<file path="src/verilog/capture_ctrl_pkg.sv">
package capture_ctrl_pkg;

    localparam int ID_WIDTH   = 4;
    localparam int ADDR_WIDTH = 32;
    localparam int DATA_WIDTH = 32;
    localparam int LEN_WIDTH  = 8;

    // register map, word addressed
    localparam logic [ADDR_WIDTH-1:0] ADDR_CAPTURE_CTRL           = 32'd0;
    localparam logic [ADDR_WIDTH-1:0] ADDR_START_WRITE_ADDR       = 32'd1;
    localparam logic [ADDR_WIDTH-1:0] ADDR_END_WRITE_ADDR         = 32'd2;
    localparam logic [ADDR_WIDTH-1:0] ADDR_CAPTURE_FRAME_SEQUENCE = 32'd3;
    localparam logic [ADDR_WIDTH-1:0] ADDR_ADD_NEED_FRAME_NUM     = 32'd4;
    localparam logic [ADDR_WIDTH-1:0] ADDR_FRAME_SAVE_NUM         = 32'd5;
    localparam logic [ADDR_WIDTH-1:0] ADDR_FIFO_FRAME_INFO        = 32'd6; // reserved
    localparam logic [ADDR_WIDTH-1:0] ADDR_FRAME_NOTREADY         = 32'd7;
    localparam logic [ADDR_WIDTH-1:0] ADDR_FRAME_HEIGHT_WIDTH     = 32'd8;
    localparam logic [ADDR_WIDTH-1:0] ADDR_FRAME_DE_NUM           = 32'd9;

    localparam logic [1:0] BURST_FIXED = 2'd0;
    localparam logic [1:0] BURST_INCR  = 2'd1;
    localparam logic [1:0] RESP_OKAY   = 2'd0;
    localparam logic [1:0] RESP_SLVERR = 2'd2;

    localparam logic [DATA_WIDTH-1:0] UNMAPPED_DATA = '1;

    typedef struct packed {
        logic [ID_WIDTH-1:0]   id;
        logic [ADDR_WIDTH-1:0] addr;
        logic [LEN_WIDTH-1:0]  len;
        logic [1:0]            burst;
    } axi_aw_t; // also used for AR

    typedef struct packed {
        logic [DATA_WIDTH-1:0]   data;
        logic [DATA_WIDTH/8-1:0] strb;
        logic                    last;
    } axi_w_t;

    typedef struct packed {
        logic [ID_WIDTH-1:0] id;
        logic [1:0]          resp;
    } axi_b_t;

    typedef struct packed {
        logic [ID_WIDTH-1:0]   id;
        logic [DATA_WIDTH-1:0] data;
        logic [1:0]            resp;
        logic                  last;
    } axi_r_t;

    typedef struct packed {
        logic                  en;
        logic [ADDR_WIDTH-1:0] addr;
        logic [DATA_WIDTH-1:0] data;
    } reg_wr_t;

    typedef struct packed {
        logic                  capture_on;
        logic                  capture_rst;
        logic [DATA_WIDTH-1:0] start_write_addr;
        logic [DATA_WIDTH-1:0] end_write_addr;
        logic [DATA_WIDTH-1:0] capture_frame_sequence;
        logic [DATA_WIDTH-1:0] add_need_frame_num;
    } capture_ctrl_t;

    typedef struct packed {
        logic                  frame_notready;
        logic [DATA_WIDTH-1:0] frame_height_width;
        logic [DATA_WIDTH-1:0] frame_de_num;
        logic [DATA_WIDTH-1:0] frame_save_num;
        logic [DATA_WIDTH-1:0] total_need_frame_num;
    } capture_status_t;

    // capture control word, on at bit 0 and rst at bit 8
    typedef union packed {
        logic [DATA_WIDTH-1:0] raw;
        struct packed {
            logic [22:0] rsvd_hi;
            logic        rst;
            logic [6:0]  rsvd_lo;
            logic        on;
        } ctrl;
    } ctrl_word_u;

endpackage

</file>
<file path="src/verilog/axi_rd_channel.sv">
`timescale 1ns/1ns
module axi_rd_channel (
    input  logic                                    clk,
    input  logic                                    hdmi_rstn_sync,
    input  capture_ctrl_pkg::axi_aw_t               ar,
    input  logic                                    ar_valid,
    output logic                                    ar_ready,
    output capture_ctrl_pkg::axi_r_t                r,
    output logic                                    r_valid,
    input  logic                                    r_ready,
    output logic [capture_ctrl_pkg::ADDR_WIDTH-1:0] rd_addr,
    input  logic [capture_ctrl_pkg::DATA_WIDTH-1:0] rd_data
);

    typedef enum logic {
        RD_IDLE,
        RD_DATA
    } rd_state_e;

    rd_state_e state, state_nxt;

    logic [capture_ctrl_pkg::ID_WIDTH-1:0]  id_q;
    logic [capture_ctrl_pkg::LEN_WIDTH-1:0] len_q;
    logic [capture_ctrl_pkg::LEN_WIDTH-1:0] beat_cnt;
    logic [1:0]                             burst_q;
    logic                                   ar_fire;
    logic                                   r_fire;
    logic                                   last_beat;
    logic                                   burst_rsvd;

    assign ar_fire    = ar_valid && ar_ready;
    assign r_fire     = r_valid && r_ready;
    assign last_beat  = (beat_cnt == len_q);
    assign burst_rsvd = (burst_q != capture_ctrl_pkg::BURST_FIXED) &&
                        (burst_q != capture_ctrl_pkg::BURST_INCR);

    always_comb begin
        state_nxt = state;
        case (state)
            RD_IDLE: if (ar_fire) state_nxt = RD_DATA;
            RD_DATA: if (r_fire && last_beat) state_nxt = RD_IDLE;
            default: state_nxt = RD_IDLE;
        endcase
    end

    always_ff @(posedge clk or negedge hdmi_rstn_sync) begin
        if (!hdmi_rstn_sync) begin
            state    <= RD_IDLE;
            beat_cnt <= '0;
        end else begin
            state <= state_nxt;
            if (ar_fire)
                beat_cnt <= '0;
            else if (r_fire)
                beat_cnt <= beat_cnt + 1'b1;
        end
    end

    // burst context, taken on AR accept
    always_ff @(posedge clk) begin
        if (ar_fire) begin
            id_q    <= ar.id;
            len_q   <= ar.len;
            burst_q <= ar.burst;
        end
    end

    always_ff @(posedge clk) begin
        if (ar_fire)
            rd_addr <= ar.addr;
        else if (r_fire && burst_q == capture_ctrl_pkg::BURST_INCR)
            rd_addr <= rd_addr + 1'b1;
        // fixed and reserved codes hold the address
    end

    assign ar_ready = (state == RD_IDLE);
    assign r_valid  = (state == RD_DATA);

    assign r.id   = id_q;
    assign r.data = rd_data; // bank decodes rd_addr combinationally
    assign r.resp = burst_rsvd ? capture_ctrl_pkg::RESP_SLVERR : capture_ctrl_pkg::RESP_OKAY;
    assign r.last = last_beat;

endmodule

</file>
<file path="src/verilog/axi_wr_channel.sv">
`timescale 1ns/1ns
module axi_wr_channel (
    input  logic                        clk,
    input  logic                        hdmi_rstn_sync,
    input  capture_ctrl_pkg::axi_aw_t   aw,
    input  logic                        aw_valid,
    output logic                        aw_ready,
    input  capture_ctrl_pkg::axi_w_t    w,
    input  logic                        w_valid,
    output logic                        w_ready,
    output capture_ctrl_pkg::axi_b_t    b,
    output logic                        b_valid,
    input  logic                        b_ready,
    output capture_ctrl_pkg::reg_wr_t   reg_wr
);

    typedef enum logic [1:0] {
        WR_IDLE,
        WR_DATA,
        WR_RESP
    } wr_state_e;

    wr_state_e state, state_nxt;

    logic [capture_ctrl_pkg::ID_WIDTH-1:0]   id_q;
    logic [capture_ctrl_pkg::ADDR_WIDTH-1:0] addr_q;
    logic [1:0]                              burst_q;
    logic                                    err_q;
    logic                                    aw_fire, w_fire, b_fire;
    logic                                    burst_rsvd;

    assign aw_fire    = aw_valid && aw_ready;
    assign w_fire     = w_valid && w_ready;
    assign b_fire     = b_valid && b_ready;
    assign burst_rsvd = (burst_q != capture_ctrl_pkg::BURST_FIXED) &&
                        (burst_q != capture_ctrl_pkg::BURST_INCR);

    always_comb begin
        state_nxt = state;
        case (state)
            WR_IDLE: if (aw_fire) state_nxt = WR_DATA;
            WR_DATA: if (w_fire && w.last) state_nxt = WR_RESP; // len is not tracked
            WR_RESP: if (b_fire) state_nxt = WR_IDLE;
            default: state_nxt = WR_IDLE;
        endcase
    end

    always_ff @(posedge clk or negedge hdmi_rstn_sync) begin
        if (!hdmi_rstn_sync) begin
            state <= WR_IDLE;
            err_q <= 1'b0;
        end else begin
            state <= state_nxt;
            if (state == WR_IDLE)
                err_q <= 1'b0;
            else if (state == WR_DATA && burst_rsvd)
                err_q <= 1'b1; // sticky until back to idle
        end
    end

    always_ff @(posedge clk) begin
        if (aw_fire) begin
            id_q    <= aw.id;
            addr_q  <= aw.addr;
            burst_q <= aw.burst;
        end else if (w_fire && burst_q == capture_ctrl_pkg::BURST_INCR) begin
            addr_q  <= addr_q + 1'b1;
        end
    end

    assign aw_ready = (state == WR_IDLE);
    assign w_ready  = (state == WR_DATA);
    assign b_valid  = (state == WR_RESP);

    assign b.id   = id_q;
    assign b.resp = err_q ? capture_ctrl_pkg::RESP_SLVERR : capture_ctrl_pkg::RESP_OKAY;

    // strobes ignored, whole word written
    assign reg_wr.en   = w_fire;
    assign reg_wr.addr = addr_q;
    assign reg_wr.data = w.data;

endmodule

</file>
<file path="src/verilog/capture_ctrl_slave.sv">
`timescale 1ns/1ns
module capture_ctrl_slave (
    input  logic                                clk,
    input  logic                                hdmi_rstn_sync,
    input  capture_ctrl_pkg::axi_aw_t           aw,
    input  logic                                aw_valid,
    output logic                                aw_ready,
    input  capture_ctrl_pkg::axi_w_t            w,
    input  logic                                w_valid,
    output logic                                w_ready,
    output capture_ctrl_pkg::axi_b_t            b,
    output logic                                b_valid,
    input  logic                                b_ready,
    input  capture_ctrl_pkg::axi_aw_t           ar,
    input  logic                                ar_valid,
    output logic                                ar_ready,
    output capture_ctrl_pkg::axi_r_t            r,
    output logic                                r_valid,
    input  logic                                r_ready,
    input  capture_ctrl_pkg::capture_status_t   status,
    output capture_ctrl_pkg::capture_ctrl_t     ctrl,
    output logic                                add_need_frame
);

    capture_ctrl_pkg::reg_wr_t               reg_wr;
    logic [capture_ctrl_pkg::ADDR_WIDTH-1:0] rd_addr;
    logic [capture_ctrl_pkg::DATA_WIDTH-1:0] rd_data;

    axi_wr_channel u_axi_wr_channel (
        .clk            (clk),
        .hdmi_rstn_sync (hdmi_rstn_sync),
        .aw             (aw),
        .aw_valid       (aw_valid),
        .aw_ready       (aw_ready),
        .w              (w),
        .w_valid        (w_valid),
        .w_ready        (w_ready),
        .b              (b),
        .b_valid        (b_valid),
        .b_ready        (b_ready),
        .reg_wr         (reg_wr)
    );

    capture_reg_bank u_capture_reg_bank (
        .clk            (clk),
        .hdmi_rstn_sync (hdmi_rstn_sync),
        .reg_wr         (reg_wr),
        .rd_addr        (rd_addr),
        .status         (status),
        .rd_data        (rd_data),
        .ctrl           (ctrl),
        .add_need_frame (add_need_frame)
    );

    axi_rd_channel u_axi_rd_channel (
        .clk            (clk),
        .hdmi_rstn_sync (hdmi_rstn_sync),
        .ar             (ar),
        .ar_valid       (ar_valid),
        .ar_ready       (ar_ready),
        .r              (r),
        .r_valid        (r_valid),
        .r_ready        (r_ready),
        .rd_addr        (rd_addr),
        .rd_data        (rd_data)
    );

endmodule

</file>
<file path="src/verilog/capture_reg_bank.sv">
`timescale 1ns/1ns
module capture_reg_bank (
    input  logic                                    clk,
    input  logic                                    hdmi_rstn_sync,
    input  capture_ctrl_pkg::reg_wr_t               reg_wr,
    input  logic [capture_ctrl_pkg::ADDR_WIDTH-1:0] rd_addr,
    input  capture_ctrl_pkg::capture_status_t       status,
    output logic [capture_ctrl_pkg::DATA_WIDTH-1:0] rd_data,
    output capture_ctrl_pkg::capture_ctrl_t         ctrl,
    output logic                                    add_need_frame
);

    capture_ctrl_pkg::ctrl_word_u wr_word;
    capture_ctrl_pkg::ctrl_word_u rd_word;

    assign wr_word.raw = reg_wr.data;

    always_ff @(posedge clk or negedge hdmi_rstn_sync) begin
        if (!hdmi_rstn_sync) begin
            ctrl <= '0;
        end else if (reg_wr.en) begin
            case (reg_wr.addr)
                capture_ctrl_pkg::ADDR_CAPTURE_CTRL: begin
                    ctrl.capture_on  <= wr_word.ctrl.on;
                    ctrl.capture_rst <= wr_word.ctrl.rst;
                end
                capture_ctrl_pkg::ADDR_START_WRITE_ADDR: begin
                    ctrl.start_write_addr <= wr_word.raw;
                end
                capture_ctrl_pkg::ADDR_END_WRITE_ADDR: begin
                    ctrl.end_write_addr <= wr_word.raw;
                end
                capture_ctrl_pkg::ADDR_CAPTURE_FRAME_SEQUENCE: begin
                    ctrl.capture_frame_sequence <= wr_word.raw;
                end
                capture_ctrl_pkg::ADDR_ADD_NEED_FRAME_NUM: begin
                    ctrl.add_need_frame_num <= wr_word.raw;
                end
                default: begin
                    // status and unmapped addresses drop the write
                end
            endcase
        end
    end

    // one clk pulse per write to the added-frame register
    always_ff @(posedge clk or negedge hdmi_rstn_sync) begin
        if (!hdmi_rstn_sync)
            add_need_frame <= 1'b0;
        else
            add_need_frame <= reg_wr.en &&
                              (reg_wr.addr == capture_ctrl_pkg::ADDR_ADD_NEED_FRAME_NUM);
    end

    always_comb begin
        rd_word = '0;
        case (rd_addr)
            capture_ctrl_pkg::ADDR_CAPTURE_CTRL: begin
                rd_word.ctrl.on  = ctrl.capture_on;
                rd_word.ctrl.rst = ctrl.capture_rst;
            end
            capture_ctrl_pkg::ADDR_START_WRITE_ADDR:
                rd_word.raw = ctrl.start_write_addr;
            capture_ctrl_pkg::ADDR_END_WRITE_ADDR:
                rd_word.raw = ctrl.end_write_addr;
            capture_ctrl_pkg::ADDR_CAPTURE_FRAME_SEQUENCE:
                rd_word.raw = ctrl.capture_frame_sequence;
            capture_ctrl_pkg::ADDR_ADD_NEED_FRAME_NUM:
                rd_word.raw = ctrl.add_need_frame_num;
            capture_ctrl_pkg::ADDR_FRAME_SAVE_NUM:
                rd_word.raw = status.frame_save_num;
            capture_ctrl_pkg::ADDR_FRAME_NOTREADY:
                rd_word.raw = {{(capture_ctrl_pkg::DATA_WIDTH-1){1'b0}}, status.frame_notready};
            capture_ctrl_pkg::ADDR_FRAME_HEIGHT_WIDTH:
                rd_word.raw = status.frame_height_width;
            capture_ctrl_pkg::ADDR_FRAME_DE_NUM:
                rd_word.raw = status.frame_de_num;
            default:
                rd_word.raw = capture_ctrl_pkg::UNMAPPED_DATA; // includes frame info slot
        endcase
    end

    assign rd_data = rd_word.raw;

endmodule
</file>
<file path="config.mk">
export PLATFORM = sky130hd
export DESIGN_NAME = capture_ctrl_slave
export DESIGN_NICKNAME = d
export VERILOG_FILES = /design/src/verilog/capture_ctrl_pkg.sv /design/src/verilog/axi_rd_channel.sv /design/src/verilog/axi_wr_channel.sv /design/src/verilog/capture_ctrl_slave.sv /design/src/verilog/capture_reg_bank.sv
export SDC_FILE = /design/constraint.sdc
export NUM_CORES = 1
export LEC_CHECK = 0
export ABC_CLOCK_PERIOD_IN_PS = 6470
export BUFFER_PORTS_ARGS = -buffer_cell sky130_fd_sc_hd__buf_2
export CORE_AREA = 8 8 166 168
export CTS_CLUSTER_SIZE = 28
export DETAILED_ROUTE_END_ITERATION = 8
export DIE_AREA = 0 0 174 176
export GPL_TIMING_DRIVEN = 1
export PLACE_DENSITY_LB_ADDON = 0.05
export SLEW_MARGIN = 10
export SYNTH_ARGS = -nofsm -noshare
export SYNTH_HDL_FRONTEND = slang
export SYNTH_SLANG_ARGS = --single-unit
</file>
<file path="constraint.sdc">
create_clock -name clk -period 6.47 [get_ports clk]
set_input_delay 0.647 -clock clk [delete_from_list [all_inputs] [get_ports clk]]
set_output_delay 0.647 -clock clk [all_outputs]
set_load 0.01 [all_outputs]
</file>
==> impl_metrics.yaml <==
synth:
  ys_seq_area_share_pct: 51.8
  ys.flop_type: "dfrtp_1"
  syn-mean-instance-area_um2: 11.3
  synth_edf_count: 84
  synth_area_mm2: 0.0118
  ys_warn_count: 0
  synthCells: 1040
  synth-seq-cells: 227
  synth_area_leaders: "dfrtp_1, edfxtp_1, mux2_2"
  synth_area_leader_cell: "dfrtp_1"
  synth_top_area_share_pct: 30.4
  synth_async_sr_flop_share_pct: 63.0
  yosys.cell_types.count: 48
die:
  die_w_um: 174
  start_util_pct: 47.4
  dieArea_mm2: 0.0306
  ios: 446
  core_mm2: 0.0248
  row_count: 58
  die_h_um: 176
run:
  maxCapViolations: 0
clock_network:
  cts_sinks: 227
  cts-hold-fix-buffers: 0
  clkLatencyLatePin_ns: 0.53
  cts_resized: 0
  cts_tree: "built"
  clock_path_buffers: 3
  cts-root-buf: "clkbuf_16"
  post_cts_buffers: 0
  cts_max_level: 1
  cts.clk_slew.worst_paths_ns: 0.06
  cts_buffers: 27
timing:
  drv_slew: 0
  setup_ws_ns: 1.95
  hold_violations: 0
  skew_ns: 0.0128
  rsz0062_at_grt: "no"
  fmax_ghz: 0.221
  setup_violations: 0
  tns_ns: 0
  timing.final.crit_share_pct: 69.8
  fin_crit_ns: 4.52
  slew_headroom_pct: 19.2
  tightest_slew_ns: 1.20
drt:
  wl_per_cell_um: 22.3
  drt_pre_antenna_iters: 9
  drt-total-wl_um: 39300
  vias_per_cell: 5.68
  drc: 0
  via_count: 10000
  drtIter0Drc: 953
  ant_nets: 0
grt:
  grt_overflow: 0
  grt_pass1_wl_um: 60500
  antenna_found_initial: 15
  track_usage_pct: 24.7
  first_global_vias: 10300
  grt_start_max_net_pins: 79
min_path:
  min_path_type: "primary input to async pin"
pwr:
  powerDensity_mw_per_mm2: 246
  static-leakage-power_nw: 6.83
  total_power_mw: 3.64
  peakVddDrop_mv: 0.240
setup_path:
  cp.arrival_ns: 3.87
  path_class: "flop to output port"
  critPathMaxFanout: 21
  startpoint_type: "flop"
  critPathCaptureType: "output port"
  cp_data_required_time_ns: 5.82
placement:
  io_buffer_count: 399
  gp_congestion: 0.840
  place_inst: 1704
  pre_cts_ws_ns: 2.50
  dp_hpwl_um: 28000
outcome:
  outcome: "complete, no violations"
final_layout:
  mostFrequentLayoutCells: "buf_2, dfrtp_1, mux2_2"
  fin_nets: 1677
  final_common_cell: "buf_2"
  area_growth_pct: 25.9
  fin_cells: 1764
  drive_gt1_share_pct: 42.2
==> power by group <==
part | total (mW) | leakage [nW] | switching, mW | internal, mW
combinational | 0.460 | 3.67 | 0.267 | 0.193
clock | 1.41 | 0.403 | 0.582 | 0.829
sequential | 1.77 | 2.76 | 0.127 | 1.65
total | 3.64 | 6.83 | 0.976 | 2.67
==> routing by layer <==
layer	vias to the layer above	part of all wire [%]	GRT usage, %
met4	10	3.2	9.69
met2	421	48	41.0
met1	4837	40	29.7
li1	4670	-	-
met5	-	0.16	0
met3	86	8.8	7.82
==> cells by family after synthesis <==
kind of cell,after synthesis,share of synthesized area (%)
muxes,134,12.8
AOI/OAI and AO/OA,204,12.5
other,1,0.0318
buffers and inverters,89,3.39
adders and majority gates,9,0.956
DFF,227,51.8
xor gates and xnor gates,69,5.13
and+or+nand+nor,307,13.4
==> worst max-delay path, stage by stage, from the launching register on <==
cell	delay [ns]
edfxtp_1	0.95
and2_0	0.80
nand2_1	0.20
nor4_4	0.93
nand2_1	0.16
nand4_1	0.15
buf_2	0.14
==> sequential cells by signal, summed over array words and instances (netlist names) <==
signal and count:
u_capture_reg_bank.ctrl 130, u_axi_wr_channel.state 2, u_axi_wr_channel.addr_q 32, u_axi_rd_channel.rd_addr 32, u_axi_rd_channel.burst_q 2, u_axi_rd_channel.r_valid 1, u_axi_rd_channel.id_q 4, u_axi_wr_channel.err_q 1
u_axi_wr_channel.burst_q 2, u_axi_rd_channel.beat_cnt 8, u_axi_wr_channel.id_q 4, u_axi_rd_channel.len_q 8, u_capture_reg_bank.add_need_frame 1
==> per-stage QoR <==
step                      utilization [%]  instance area [um^2]  hold slack [ns]
final                                59.7                 14800           0.0953
after global routing                 59.7                 14800            0.137
after CTS                            59.6                 14800            0.122
after floorplan                         -                 11800            0.351
after global placement               56.3                 14000            0.482
after detailed placement             56.3                 14000            0.511
==> worst paths after layout <==
check / startpoint / to / slack [ns] / cells after the start
worst max-delay path: u_axi_rd_channel.rd_addr[3] / r[34] / 1.95 / 6
worst min-delay path: hdmi_rstn_sync / u_capture_reg_bank.ctrl[78] / 0.1 / 1
worst max register to register: u_axi_rd_channel.rd_addr[0] / u_axi_rd_channel.rd_addr[26] / 3.07 / 6
worst min register to register: u_capture_reg_bank.ctrl[39] / u_capture_reg_bank.ctrl[39] / 0.53 / 1
max in group asynchronous: hdmi_rstn_sync / u_capture_reg_bank.ctrl[111] / 4.88 / 2
min in group clk: ar[3] / u_axi_rd_channel.len_q[1] / 0.29 / 1
==> Yosys cell counts, drive strengths merged (2+ instances only) <==
library cell and count:
inv 13, nor2b 2, nand3b 3, xnor2 22, nor2 62, a221o 15
a211o 14, nor4 20, a22oi 5, a221oi 17, a21oi 48, o31ai 2
a222oi 31, o21ai 52, and2 6, dfrtp 143, a22o 13, ha 9
clkbuf 46, nand3 22, and4 7, xor2 47, or3 3, edfxtp 84
nand4 53, o2111ai 3, nand2 108, a21o 2, nor3 7, mux2 133
and3 12, buf 30
==> final cells by class <==
class / instances / area [um^2]
Antenna cell: 11 / 27.5
Clock buffer: 37 / 774
Clock inverter: 12 / 56.3
Fill cell: 2226 / 10000
Inverter: 13 / 48.8
Multi-Input combinational cell: 725 / 5320
Sequential cell: 227 / 6100
Tap cell: 330 / 413
Timing Repair Buffer: 409 / 2080
Note: power is estimated with default switching activity, not from simulation.
